<file path="config.mk">
export PLATFORM = sky130hd
export DESIGN_NAME = cpu_top
export DESIGN_NICKNAME = d
export VERILOG_FILES = /design/src/cpu_isa_pkg.sv /design/src/cpu_ctrl_pkg.sv /design/src/cpu_control.sv /design/src/cpu_pc.sv /design/src/cpu_regfile.sv /design/src/cpu_alu.sv /design/src/cpu_top.sv
export SDC_FILE = /design/constraint.sdc
export NUM_CORES = 1
export LEC_CHECK = 0
export BUFFER_PORTS_ARGS = -buffer_cell sky130_fd_sc_hd__buf_4
export CAP_MARGIN = 10
export CELL_PAD_IN_SITES_DETAIL_PLACEMENT = 0
export CELL_PAD_IN_SITES_GLOBAL_PLACEMENT = 1
export CORE_MARGIN = 5
export CORE_UTILIZATION = 25
export CTS_CLUSTER_DIAMETER = 60
export DETAILED_ROUTE_END_ITERATION = 7
export GPL_TIMING_DRIVEN = 0
export PLACE_DENSITY_LB_ADDON = 0.1
export RECOVER_POWER = 25
export SETUP_SLACK_MARGIN = 0.2
export SLEW_MARGIN = 10
export SYNTH_ARGS = -nofsm -noshare
export SYNTH_HDL_FRONTEND = slang
export SYNTH_HIERARCHICAL = 1
export SYNTH_SLANG_ARGS = --single-unit
</file>
<file path="constraint.sdc">
create_clock -name i_clk -period 6.4 [get_ports i_clk]
set_clock_uncertainty 0.05 [all_clocks]
set_input_delay 0.64 -clock i_clk [delete_from_list [all_inputs] [get_ports i_clk]]
set_output_delay 0.64 -clock i_clk [all_outputs]
set_load 0.005 [all_outputs]
</file>
<file path="src/cpu_isa_pkg.sv">
`default_nettype none

package cpu_isa_pkg;

  // one machine word: data, address and instruction
  typedef logic [15:0] word_t;

  // register index, eight registers
  typedef logic [2:0] reg_addr_t;

  // raw immediate field before sign extension
  typedef logic [7:0] imm8_t;

  // width of the full opcode field, immediate flag included
  localparam int OPCODE_W = 5;

  // immediate form selector inside the opcode field
  localparam int IMM_BIT = 4;

  // field positions in the instruction word
  localparam int RX_LSB = 5;
  localparam int RY_LSB = 8;
  localparam int IMM_LSB = 8;

  // operation codes, the low four bits of the opcode field
  typedef enum logic [3:0] {
    op_mv   = 4'd0,
    op_add  = 4'd1,
    op_sub  = 4'd2,
    op_cmp  = 4'd3,
    op_ld   = 4'd4,
    op_st   = 4'd5,
    op_j    = 4'd8,
    op_jz   = 4'd9,
    op_jn   = 4'd10,
    op_halt = 4'd15
  } opcode_t;

endpackage

`default_nettype wire

</file>
<file path="src/cpu_ctrl_pkg.sv">
`default_nettype none

package cpu_ctrl_pkg;

  // controller phases
  typedef enum logic [2:0] {
    s_fetch,
    s_decode,
    s_execute,
    s_mem,
    s_halt
  } state_t;

  // alu function select
  typedef enum logic [1:0] {
    alu_pass,
    alu_add,
    alu_sub
  } alu_op_t;

  // register writeback source
  typedef enum logic {
    wb_alu,
    wb_mem
  } wb_sel_t;

  // memory address source
  typedef enum logic {
    addr_pc,
    addr_ry
  } addr_sel_t;

  // first fetch address
  localparam cpu_isa_pkg::word_t RESET_PC = '0;

endpackage

`default_nettype wire

</file>
<file path="src/cpu_control.sv">
`timescale 1ns/1ps
`default_nettype none

module cpu_control (
  input  logic                                 i_clk,
  input  logic                                 i_reset,
  input  logic [cpu_isa_pkg::OPCODE_W-1:0]     i_opcode,
  input  logic                                 i_flag_n,
  input  logic                                 i_flag_z,
  output logic                                 o_mem_rd,
  output logic                                 o_mem_wr,
  output cpu_ctrl_pkg::addr_sel_t              o_addr_sel,
  output logic                                 o_pc_inc,
  output logic                                 o_pc_ld,
  output logic                                 o_ir_ld,
  output logic                                 o_rf_write,
  output cpu_ctrl_pkg::wb_sel_t                o_wb_sel,
  output cpu_ctrl_pkg::alu_op_t                o_alu_op,
  output logic                                 o_alu_imm_sel,
  output logic                                 o_flag_ld,
  output logic                                 o_halted
);

  import cpu_isa_pkg::*;
  import cpu_ctrl_pkg::*;

  state_t  state;
  state_t  state_nxt;
  opcode_t op;
  logic    imm_form;
  logic    take_jump;
  logic    running;

  assign op = opcode_t'(i_opcode[IMM_BIT-1:0]);
  assign imm_form = i_opcode[IMM_BIT];

  always_ff @(posedge i_clk or posedge i_reset) begin
    if (i_reset) begin
      state <= s_fetch;
      running <= 1'b0;
    end else begin
      state <= state_nxt;
      running <= 1'b1;
    end
  end

  // branch condition from the registered flags
  always_comb begin
    case (op)
      op_j:    take_jump = 1'b1;
      op_jz:   take_jump = i_flag_z;
      op_jn:   take_jump = i_flag_n;
      default: take_jump = 1'b0;
    endcase
  end

  always_comb begin
    state_nxt = state;
    o_mem_rd = 1'b0;
    o_mem_wr = 1'b0;
    o_addr_sel = addr_pc;
    o_pc_inc = 1'b0;
    o_pc_ld = 1'b0;
    o_ir_ld = 1'b0;
    o_rf_write = 1'b0;
    o_wb_sel = wb_alu;
    o_alu_op = alu_pass;
    o_alu_imm_sel = 1'b0;
    o_flag_ld = 1'b0;

    case (state)
      s_fetch: begin
        // idle for the first edge after reset so no strobe shows during reset
        if (running) begin
          o_mem_rd = 1'b1;
          o_pc_inc = 1'b1;
          state_nxt = s_decode;
        end
      end
      s_decode: begin
        o_ir_ld = 1'b1;
        state_nxt = s_execute;
      end
      s_execute: begin
        state_nxt = s_fetch;
        // immediate bit picks operand b and the jump target form
        o_alu_imm_sel = imm_form;
        case (op)
          op_mv: begin
            o_rf_write = 1'b1;
          end
          op_add: begin
            o_alu_op = alu_add;
            o_rf_write = 1'b1;
            o_flag_ld = 1'b1;
          end
          op_sub: begin
            o_alu_op = alu_sub;
            o_rf_write = 1'b1;
            o_flag_ld = 1'b1;
          end
          op_cmp: begin
            o_alu_op = alu_sub;
            o_flag_ld = 1'b1;
          end
          op_ld: begin
            o_mem_rd = 1'b1;
            o_addr_sel = addr_ry;
            state_nxt = s_mem;
          end
          op_st: begin
            o_mem_wr = 1'b1;
            o_addr_sel = addr_ry;
          end
          op_j, op_jz, op_jn: begin
            o_pc_ld = take_jump;
          end
          op_halt: begin
            state_nxt = s_halt;
          end
          // unknown opcodes fall through as no-ops
          default: ;
        endcase
      end
      s_mem: begin
        // load data arrives one cycle after the read strobe
        o_rf_write = 1'b1;
        o_wb_sel = wb_mem;
        state_nxt = s_fetch;
      end
      s_halt: ;
      default: state_nxt = s_fetch;
    endcase
  end

  assign o_halted = (state == s_halt);

endmodule

`default_nettype wire

</file>
<file path="src/cpu_pc.sv">
`timescale 1ns/1ps
`default_nettype none

module cpu_pc (
  input  logic                i_clk,
  input  logic                i_reset,
  input  logic                i_inc,
  input  logic                i_ld,
  input  cpu_isa_pkg::word_t  i_target,
  output cpu_isa_pkg::word_t  o_pc
);

  import cpu_isa_pkg::*;
  import cpu_ctrl_pkg::*;

  word_t pc;

  // jump load wins over increment
  always_ff @(posedge i_clk or posedge i_reset) begin
    if (i_reset) begin
      pc <= RESET_PC;
    end else if (i_ld) begin
      pc <= i_target;
    end else if (i_inc) begin
      pc <= pc + word_t'(1);
    end
  end

  assign o_pc = pc;

endmodule

`default_nettype wire

</file>
<file path="src/cpu_regfile.sv">
`timescale 1ns/1ps
`default_nettype none

module cpu_regfile (
  input  logic                    i_clk,
  input  logic                    i_reset,
  input  cpu_isa_pkg::reg_addr_t  i_rx_addr,
  input  cpu_isa_pkg::reg_addr_t  i_ry_addr,
  input  logic                    i_write,
  input  cpu_ctrl_pkg::wb_sel_t   i_wb_sel,
  input  cpu_isa_pkg::word_t      i_alu_result,
  input  cpu_isa_pkg::word_t      i_mem_rdata,
  output cpu_isa_pkg::word_t      o_rx_data,
  output cpu_isa_pkg::word_t      o_ry_data
);

  import cpu_isa_pkg::*;
  import cpu_ctrl_pkg::*;

  word_t regs [2**$bits(reg_addr_t)];
  word_t wb_data;

  assign wb_data = (i_wb_sel == wb_mem) ? i_mem_rdata : i_alu_result;

  // destination is always rx
  always_ff @(posedge i_clk or posedge i_reset) begin
    if (i_reset) begin
      for (int i = 0; i < $size(regs); i++) begin
        regs[i] <= '0;
      end
    end else if (i_write) begin
      regs[i_rx_addr] <= wb_data;
    end
  end

  // asynchronous read ports
  assign o_rx_data = regs[i_rx_addr];
  assign o_ry_data = regs[i_ry_addr];

endmodule

`default_nettype wire

</file>
<file path="src/cpu_alu.sv">
`timescale 1ns/1ps
`default_nettype none

module cpu_alu (
  input  logic                   i_clk,
  input  logic                   i_reset,
  input  cpu_ctrl_pkg::alu_op_t  i_op,
  input  logic                   i_imm_sel,
  input  logic                   i_flag_ld,
  input  cpu_isa_pkg::word_t     i_rx_data,
  input  cpu_isa_pkg::word_t     i_ry_data,
  input  cpu_isa_pkg::word_t     i_pc,
  input  cpu_isa_pkg::imm8_t     i_imm,
  output cpu_isa_pkg::word_t     o_result,
  output cpu_isa_pkg::word_t     o_target,
  output logic                   o_flag_n,
  output logic                   o_flag_z
);

  import cpu_isa_pkg::*;
  import cpu_ctrl_pkg::*;

  word_t imm_ext;
  word_t op_b;
  word_t result;

  assign imm_ext = {{($bits(word_t) - $bits(imm8_t)){i_imm[$bits(imm8_t)-1]}}, i_imm};
  assign op_b = i_imm_sel ? imm_ext : i_ry_data;

  always_comb begin
    case (i_op)
      alu_add: result = i_rx_data + op_b;
      alu_sub: result = i_rx_data - op_b;
      default: result = op_b;
    endcase
  end

  assign o_result = result;

  // pc here is already past the jump instruction
  assign o_target = i_imm_sel ? (i_pc + imm_ext) : i_rx_data;

  always_ff @(posedge i_clk or posedge i_reset) begin
    if (i_reset) begin
      o_flag_n <= 1'b0;
      o_flag_z <= 1'b0;
    end else if (i_flag_ld) begin
      o_flag_n <= result[$bits(word_t)-1];
      o_flag_z <= (result == '0);
    end
  end

endmodule

`default_nettype wire

</file>
<file path="src/cpu_top.sv">
`timescale 1ns/1ps
`default_nettype none

module cpu_top (
  input  logic                i_clk,
  input  logic                i_reset,
  input  cpu_isa_pkg::word_t  i_mem_rdata,
  output cpu_isa_pkg::word_t  o_mem_addr,
  output logic                o_mem_rd,
  output logic                o_mem_wr,
  output cpu_isa_pkg::word_t  o_mem_wdata,
  output logic                o_halted
);

  import cpu_isa_pkg::*;
  import cpu_ctrl_pkg::*;

  word_t     ir;
  reg_addr_t rx_addr;
  reg_addr_t ry_addr;
  imm8_t     imm;

  logic      ir_ld;
  logic      pc_inc;
  logic      pc_ld;
  logic      rf_write;
  logic      alu_imm_sel;
  logic      flag_ld;
  logic      flag_n;
  logic      flag_z;
  addr_sel_t addr_sel;
  wb_sel_t   wb_sel;
  alu_op_t   alu_op;

  word_t     pc;
  word_t     target;
  word_t     alu_result;
  word_t     rx_data;
  word_t     ry_data;

  // instruction register, loaded in decode
  always_ff @(posedge i_clk or posedge i_reset) begin
    if (i_reset) begin
      ir <= '0;
    end else if (ir_ld) begin
      ir <= i_mem_rdata;
    end
  end

  assign rx_addr = ir[RX_LSB +: $bits(reg_addr_t)];
  assign ry_addr = ir[RY_LSB +: $bits(reg_addr_t)];
  assign imm = ir[IMM_LSB +: $bits(imm8_t)];

  // fetch uses pc, ld and st use ry
  assign o_mem_addr = (addr_sel == addr_ry) ? ry_data : pc;
  assign o_mem_wdata = rx_data;

  cpu_control u_control (
    .i_clk         (i_clk),
    .i_reset       (i_reset),
    .i_opcode      (ir[OPCODE_W-1:0]),
    .i_flag_n      (flag_n),
    .i_flag_z      (flag_z),
    .o_mem_rd      (o_mem_rd),
    .o_mem_wr      (o_mem_wr),
    .o_addr_sel    (addr_sel),
    .o_pc_inc      (pc_inc),
    .o_pc_ld       (pc_ld),
    .o_ir_ld       (ir_ld),
    .o_rf_write    (rf_write),
    .o_wb_sel      (wb_sel),
    .o_alu_op      (alu_op),
    .o_alu_imm_sel (alu_imm_sel),
    .o_flag_ld     (flag_ld),
    .o_halted      (o_halted)
  );

  cpu_pc u_pc (
    .i_clk    (i_clk),
    .i_reset  (i_reset),
    .i_inc    (pc_inc),
    .i_ld     (pc_ld),
    .i_target (target),
    .o_pc     (pc)
  );

  cpu_regfile u_regfile (
    .i_clk        (i_clk),
    .i_reset      (i_reset),
    .i_rx_addr    (rx_addr),
    .i_ry_addr    (ry_addr),
    .i_write      (rf_write),
    .i_wb_sel     (wb_sel),
    .i_alu_result (alu_result),
    .i_mem_rdata  (i_mem_rdata),
    .o_rx_data    (rx_data),
    .o_ry_data    (ry_data)
  );

  cpu_alu u_alu (
    .i_clk     (i_clk),
    .i_reset   (i_reset),
    .i_op      (alu_op),
    .i_imm_sel (alu_imm_sel),
    .i_flag_ld (flag_ld),
    .i_rx_data (rx_data),
    .i_ry_data (ry_data),
    .i_pc      (pc),
    .i_imm     (imm),
    .o_result  (alu_result),
    .o_target  (target),
    .o_flag_n  (flag_n),
    .o_flag_z  (flag_z)
  );

endmodule

`default_nettype wire

</file>
==> run summary <==
Via Count -> 8,032
DP Cell Count -> 1,597
Util after Layout -> 0.290
outcome -> finished with violations
ys flop type -> dfrtp_1
sequential share of the synthesized area -> 0.355
hold depth -> 2
top cells by instance count after synthesis -> mux2_2 (198), dfrtp_1 (166), nand2_1 (41), mux4_2 (37), nor2_1 (37)
WHS Endpoint -> ir[2]$_DFFE_PP0P_
Routability Congestion -> 0.796
r2r startpoint -> ir[10]$_DFFE_PP0P_
failing checks -> capacitance limit, slew limit
min-delay worst type -> input pin to flip-flop
core area -> 0.0465 mm^2
Async SR Flop Fraction -> 1.00
Final setup viols -> 0
total wire length -> 40,200 um
critical-path cell list -> clkbuf_4 > buf_6 > mux4_2 > mux2_2 > or3_4 > o31ai_2 > and3_4 > and3_2 > or2_2 > o21ai_0 > a21oi_1 > ha_1 > nor2b_1 > nor2_1 > o31ai_2 > a21oi_1 > o211ai_1 > a21oi_1 > xor2_1 > o21ai_0 > mux2_2 > mux2_2
EDFF count, synth -> 0
Antenna Nets Post-Route -> 0
VDD IR max -> 0.278 mV
Clk Latency, worst-skew pair -> 0.48 ns
overall routing resource usage -> 0.161
largest net degree at the start of global routing -> 85
most common cell in the netlist -> mux2_2
fraction of layout cells with a size suffix above 1 -> 0.413
initial antenna violation count -> 0
area occupied by registers -> 0.00416 mm^2
Remaining DRCs -> 0
GR Overflow Total -> 0
FP Rows -> 79
Mapped Area -> 0.0117 mm^2
Worst Hold Launch -> i_mem_rdata[2]
Post-Syn Nets -> 990
Synth area leader -> dfrtp_1
multi-input logic area -> 0.00709 mm^2
1st-pass router iterations -> 5
fin. max-slew vios -> 131
H-tree depth -> 4
slowest cell on the critical path -> mux4_2
WP buf/inv -> 2
layout net count -> 1,065
final HPWL from detailed placement -> 29,900 um
Hold Vio Cnt, Final -> 0
vias per cell -> 4.92
Cells after Synth -> 937
DR WL/cell -> 24.6 um
Ys Warns -> 6
post-synthesis register bit count -> 166
CP Class -> flip-flop to flip-flop
Critical Path AT -> 6.10 ns
clock sink count -> 166
fin crit period -> 5.79 ns
CTS buffer count -> 17
setup tns final -> 0 ns
Ant. Diodes -> 0
Final Cycle Share -> 0.905
syn avg cell area -> 12.5 um^2
I/O Buffers -> 52
Ports -> 53
top-area cell type share of the netlist area -> 0.355
ranking of synthesized cells by area -> dfrtp_1 (35%), mux2_2 (19%), mux4_2 (7.1%)
Fillers -> 4,792
Die Wd -> 226 um
R2R setup slack -> 0.61 ns
pwr/cell area -> 599 mW/mm^2
Power, Total -> 8.08 mW
vias in the first global route -> 8,491
Data required, critical path -> 6.71 ns
CTS tree -> done
Setup crit start kind -> flip-flop
Tightest Pin Transition -> 2.28 ns
Worst Reg-to-Reg Cells -> 22
Distinct cells, synth -> 82
P_leak -> 6.01 nW
Top Family by Delay on Critical Path -> multiplexers
final std cells w/o fill -> 1,632
maximum root-to-sink buffer count -> 2
Area growth syn-to-layout -> 15.2%
max frequency -> 173 MHz
hold slack -> 0.353 ns
Die H -> 226 um
initial core utilization -> 0.252
clk slew on worst S/H paths -> 0.08 ns
first-pass GRT wire length -> 59,700 um
reg2reg end -> u_regfile/regs[126]$_DFFE_PP0P_
root buffer cell -> clkbuf_16
Slew headroom -> -0.520
Iter 0 DRT Violations -> 510
max-cap violation count -> 2
CP Capture Type -> flip-flop
total die area -> 0.0513 mm^2
Largest stage delay, worst path -> 0.52 ns
CP max FO -> 10
RSZ-0062 raised after global routing -> false
## repair_timing
item	in CTS	in global routing
gates cloned	0	0
setup buffers	0	2
endpoints found under the setup margin	16	33
hold buffers	1	0
gates resized for setup	3	14
pin swaps	0	1
endpoints found under the hold margin	2	0
## how the worst max path moves through the flow
| stage | startpoint | to | slack [ns] | depth (start not counted) |
|---|---|---|---|---|
| 2_1_floorplan | ir[9]$_DFFE_PP0P_ | u_regfile/regs[46]$_DFFE_PP0P_ | 1.61 | 22 |
| 6_report | ir[10]$_DFFE_PP0P_ | u_regfile/regs[126]$_DFFE_PP0P_ | 0.61 | 22 |
| 3_5_place_dp | ir[10]$_DFFE_PP0P_ | u_regfile/regs[63]$_DFFE_PP0P_ | 0.11 | 21 |
| 4_1_cts | ir[9]$_DFFE_PP0P_ | u_regfile/regs[127]$_DFFE_PP0P_ | 0.27 | 21 |
| 3_3_place_gp | i_reset | u_regfile/regs[13]$_DFFE_PP0P_ | -0.007 | 2 |
| 5_1_grt | ir[10]$_DFFE_PP0P_ | u_regfile/regs[110]$_DFFE_PP0P_ | 0.21 | 22 |
## power breakdown
| group | internal (mW) | switching, mW |
|---|---|---|
| logic | 2.43 | 2.90 |
| clock network | 0.567 | 0.501 |
| registers | 1.34 | 0.337 |
| total | 4.34 | 3.74 |
## worst register-to-register path, cell delays in order (launching register included)
cell and delay, ns:
dfrtp_1 0.48, clkbuf_4 0.29, buf_6 0.24, mux4_2 0.52, mux2_2 0.35, or3_4 0.39
o31ai_2 0.10, and3_4 0.29, and3_2 0.20, or2_2 0.14, o21ai_0 0.12, a21oi_1 0.25
ha_1 0.33, nor2b_1 0.16, nor2_1 0.12, o31ai_2 0.11, a21oi_1 0.23, o211ai_1 0.12
a21oi_1 0.19, xor2_1 0.23, o21ai_0 0.13, mux2_2 0.36, mux2_2 0.28
## metal layers
layer,global-route usage,up-vias,share of wire
li1,-,3709,-
met1,0.214,4190,0.45
met2,0.274,105,0.50
met3,0.0303,28,0.031
met4,0.0386,0,0.013
met5,0,-,0
## kinds of logic after synthesis
family,count (synthesis),share of synthesized area
XOR/XNOR,51,0.0388
adder cells (fa/ha/maj),35,0.0387
flip-flops,166,0.355
AND/OR/NAND/NOR,175,0.0868
AO/OA/AOI/OAI,126,0.0743
buffers and inverters,82,0.0418
other,1,0.000320
multiplexers,301,0.364
## registers in the layout, indices dropped and copies added, names as in the netlist
name / cells
u_pc/o_pc: 16
u_alu/o_flag_n: 1
u_regfile/regs: 128
u_alu/o_flag_z: 1
ir: 16
u_control/running: 1
u_control/state: 3
## placed cells by master, fill, tap and decap left out, types with 4 or more instances in the layout
| master | n |
|---|---|
| a211oi_1 | 5 |
| a21o_1 | 9 |
| a21oi_1 | 28 |
| and2_1 | 4 |
| buf_2 | 17 |
| buf_4 | 63 |
| buf_6 | 9 |
| clkbuf_1 | 14 |
| clkbuf_16 | 17 |
| dfrtp_1 | 165 |
| ha_1 | 33 |
| inv_1 | 22 |
| inv_6 | 4 |
| mux2_2 | 198 |
| mux2_4 | 20 |
| mux2i_1 | 15 |
| mux4_1 | 27 |
| mux4_2 | 37 |
| nand2_1 | 41 |
| nand2b_1 | 9 |
| nand3_1 | 10 |
| nand4_1 | 4 |
| nor2_1 | 37 |
| nor2b_1 | 7 |
| nor3_1 | 19 |
| nor4_1 | 5 |
| nor4_2 | 5 |
| o21a_1 | 9 |
| o21ai_0 | 31 |
| o21ai_1 | 7 |
| o21bai_1 | 7 |
| o31ai_1 | 5 |
| xnor2_1 | 28 |
| xor2_1 | 21 |
## cell type report
cell class,instances,share of cell area
Buffer,58,0.0289
Clock buffer,19,0.0336
Clock inverter,13,0.00983
Inverter,24,0.00677
Multi-Input combinational cell,689,0.526
Sequential cell,166,0.308
Tap cell,607,0.0563
Timing Repair Buffer,56,0.0309
## metrics by stage
stage                     setup slack [ns]  cell area, um^2
after global routing                 0.213            13500
after detailed placement             0.114            12900
after CTS                            0.266            13500
after floorplan                       1.61            11700
final                                0.605            13500
after global placement            -0.00748            12900
Power figures use the tool's default switching activity.
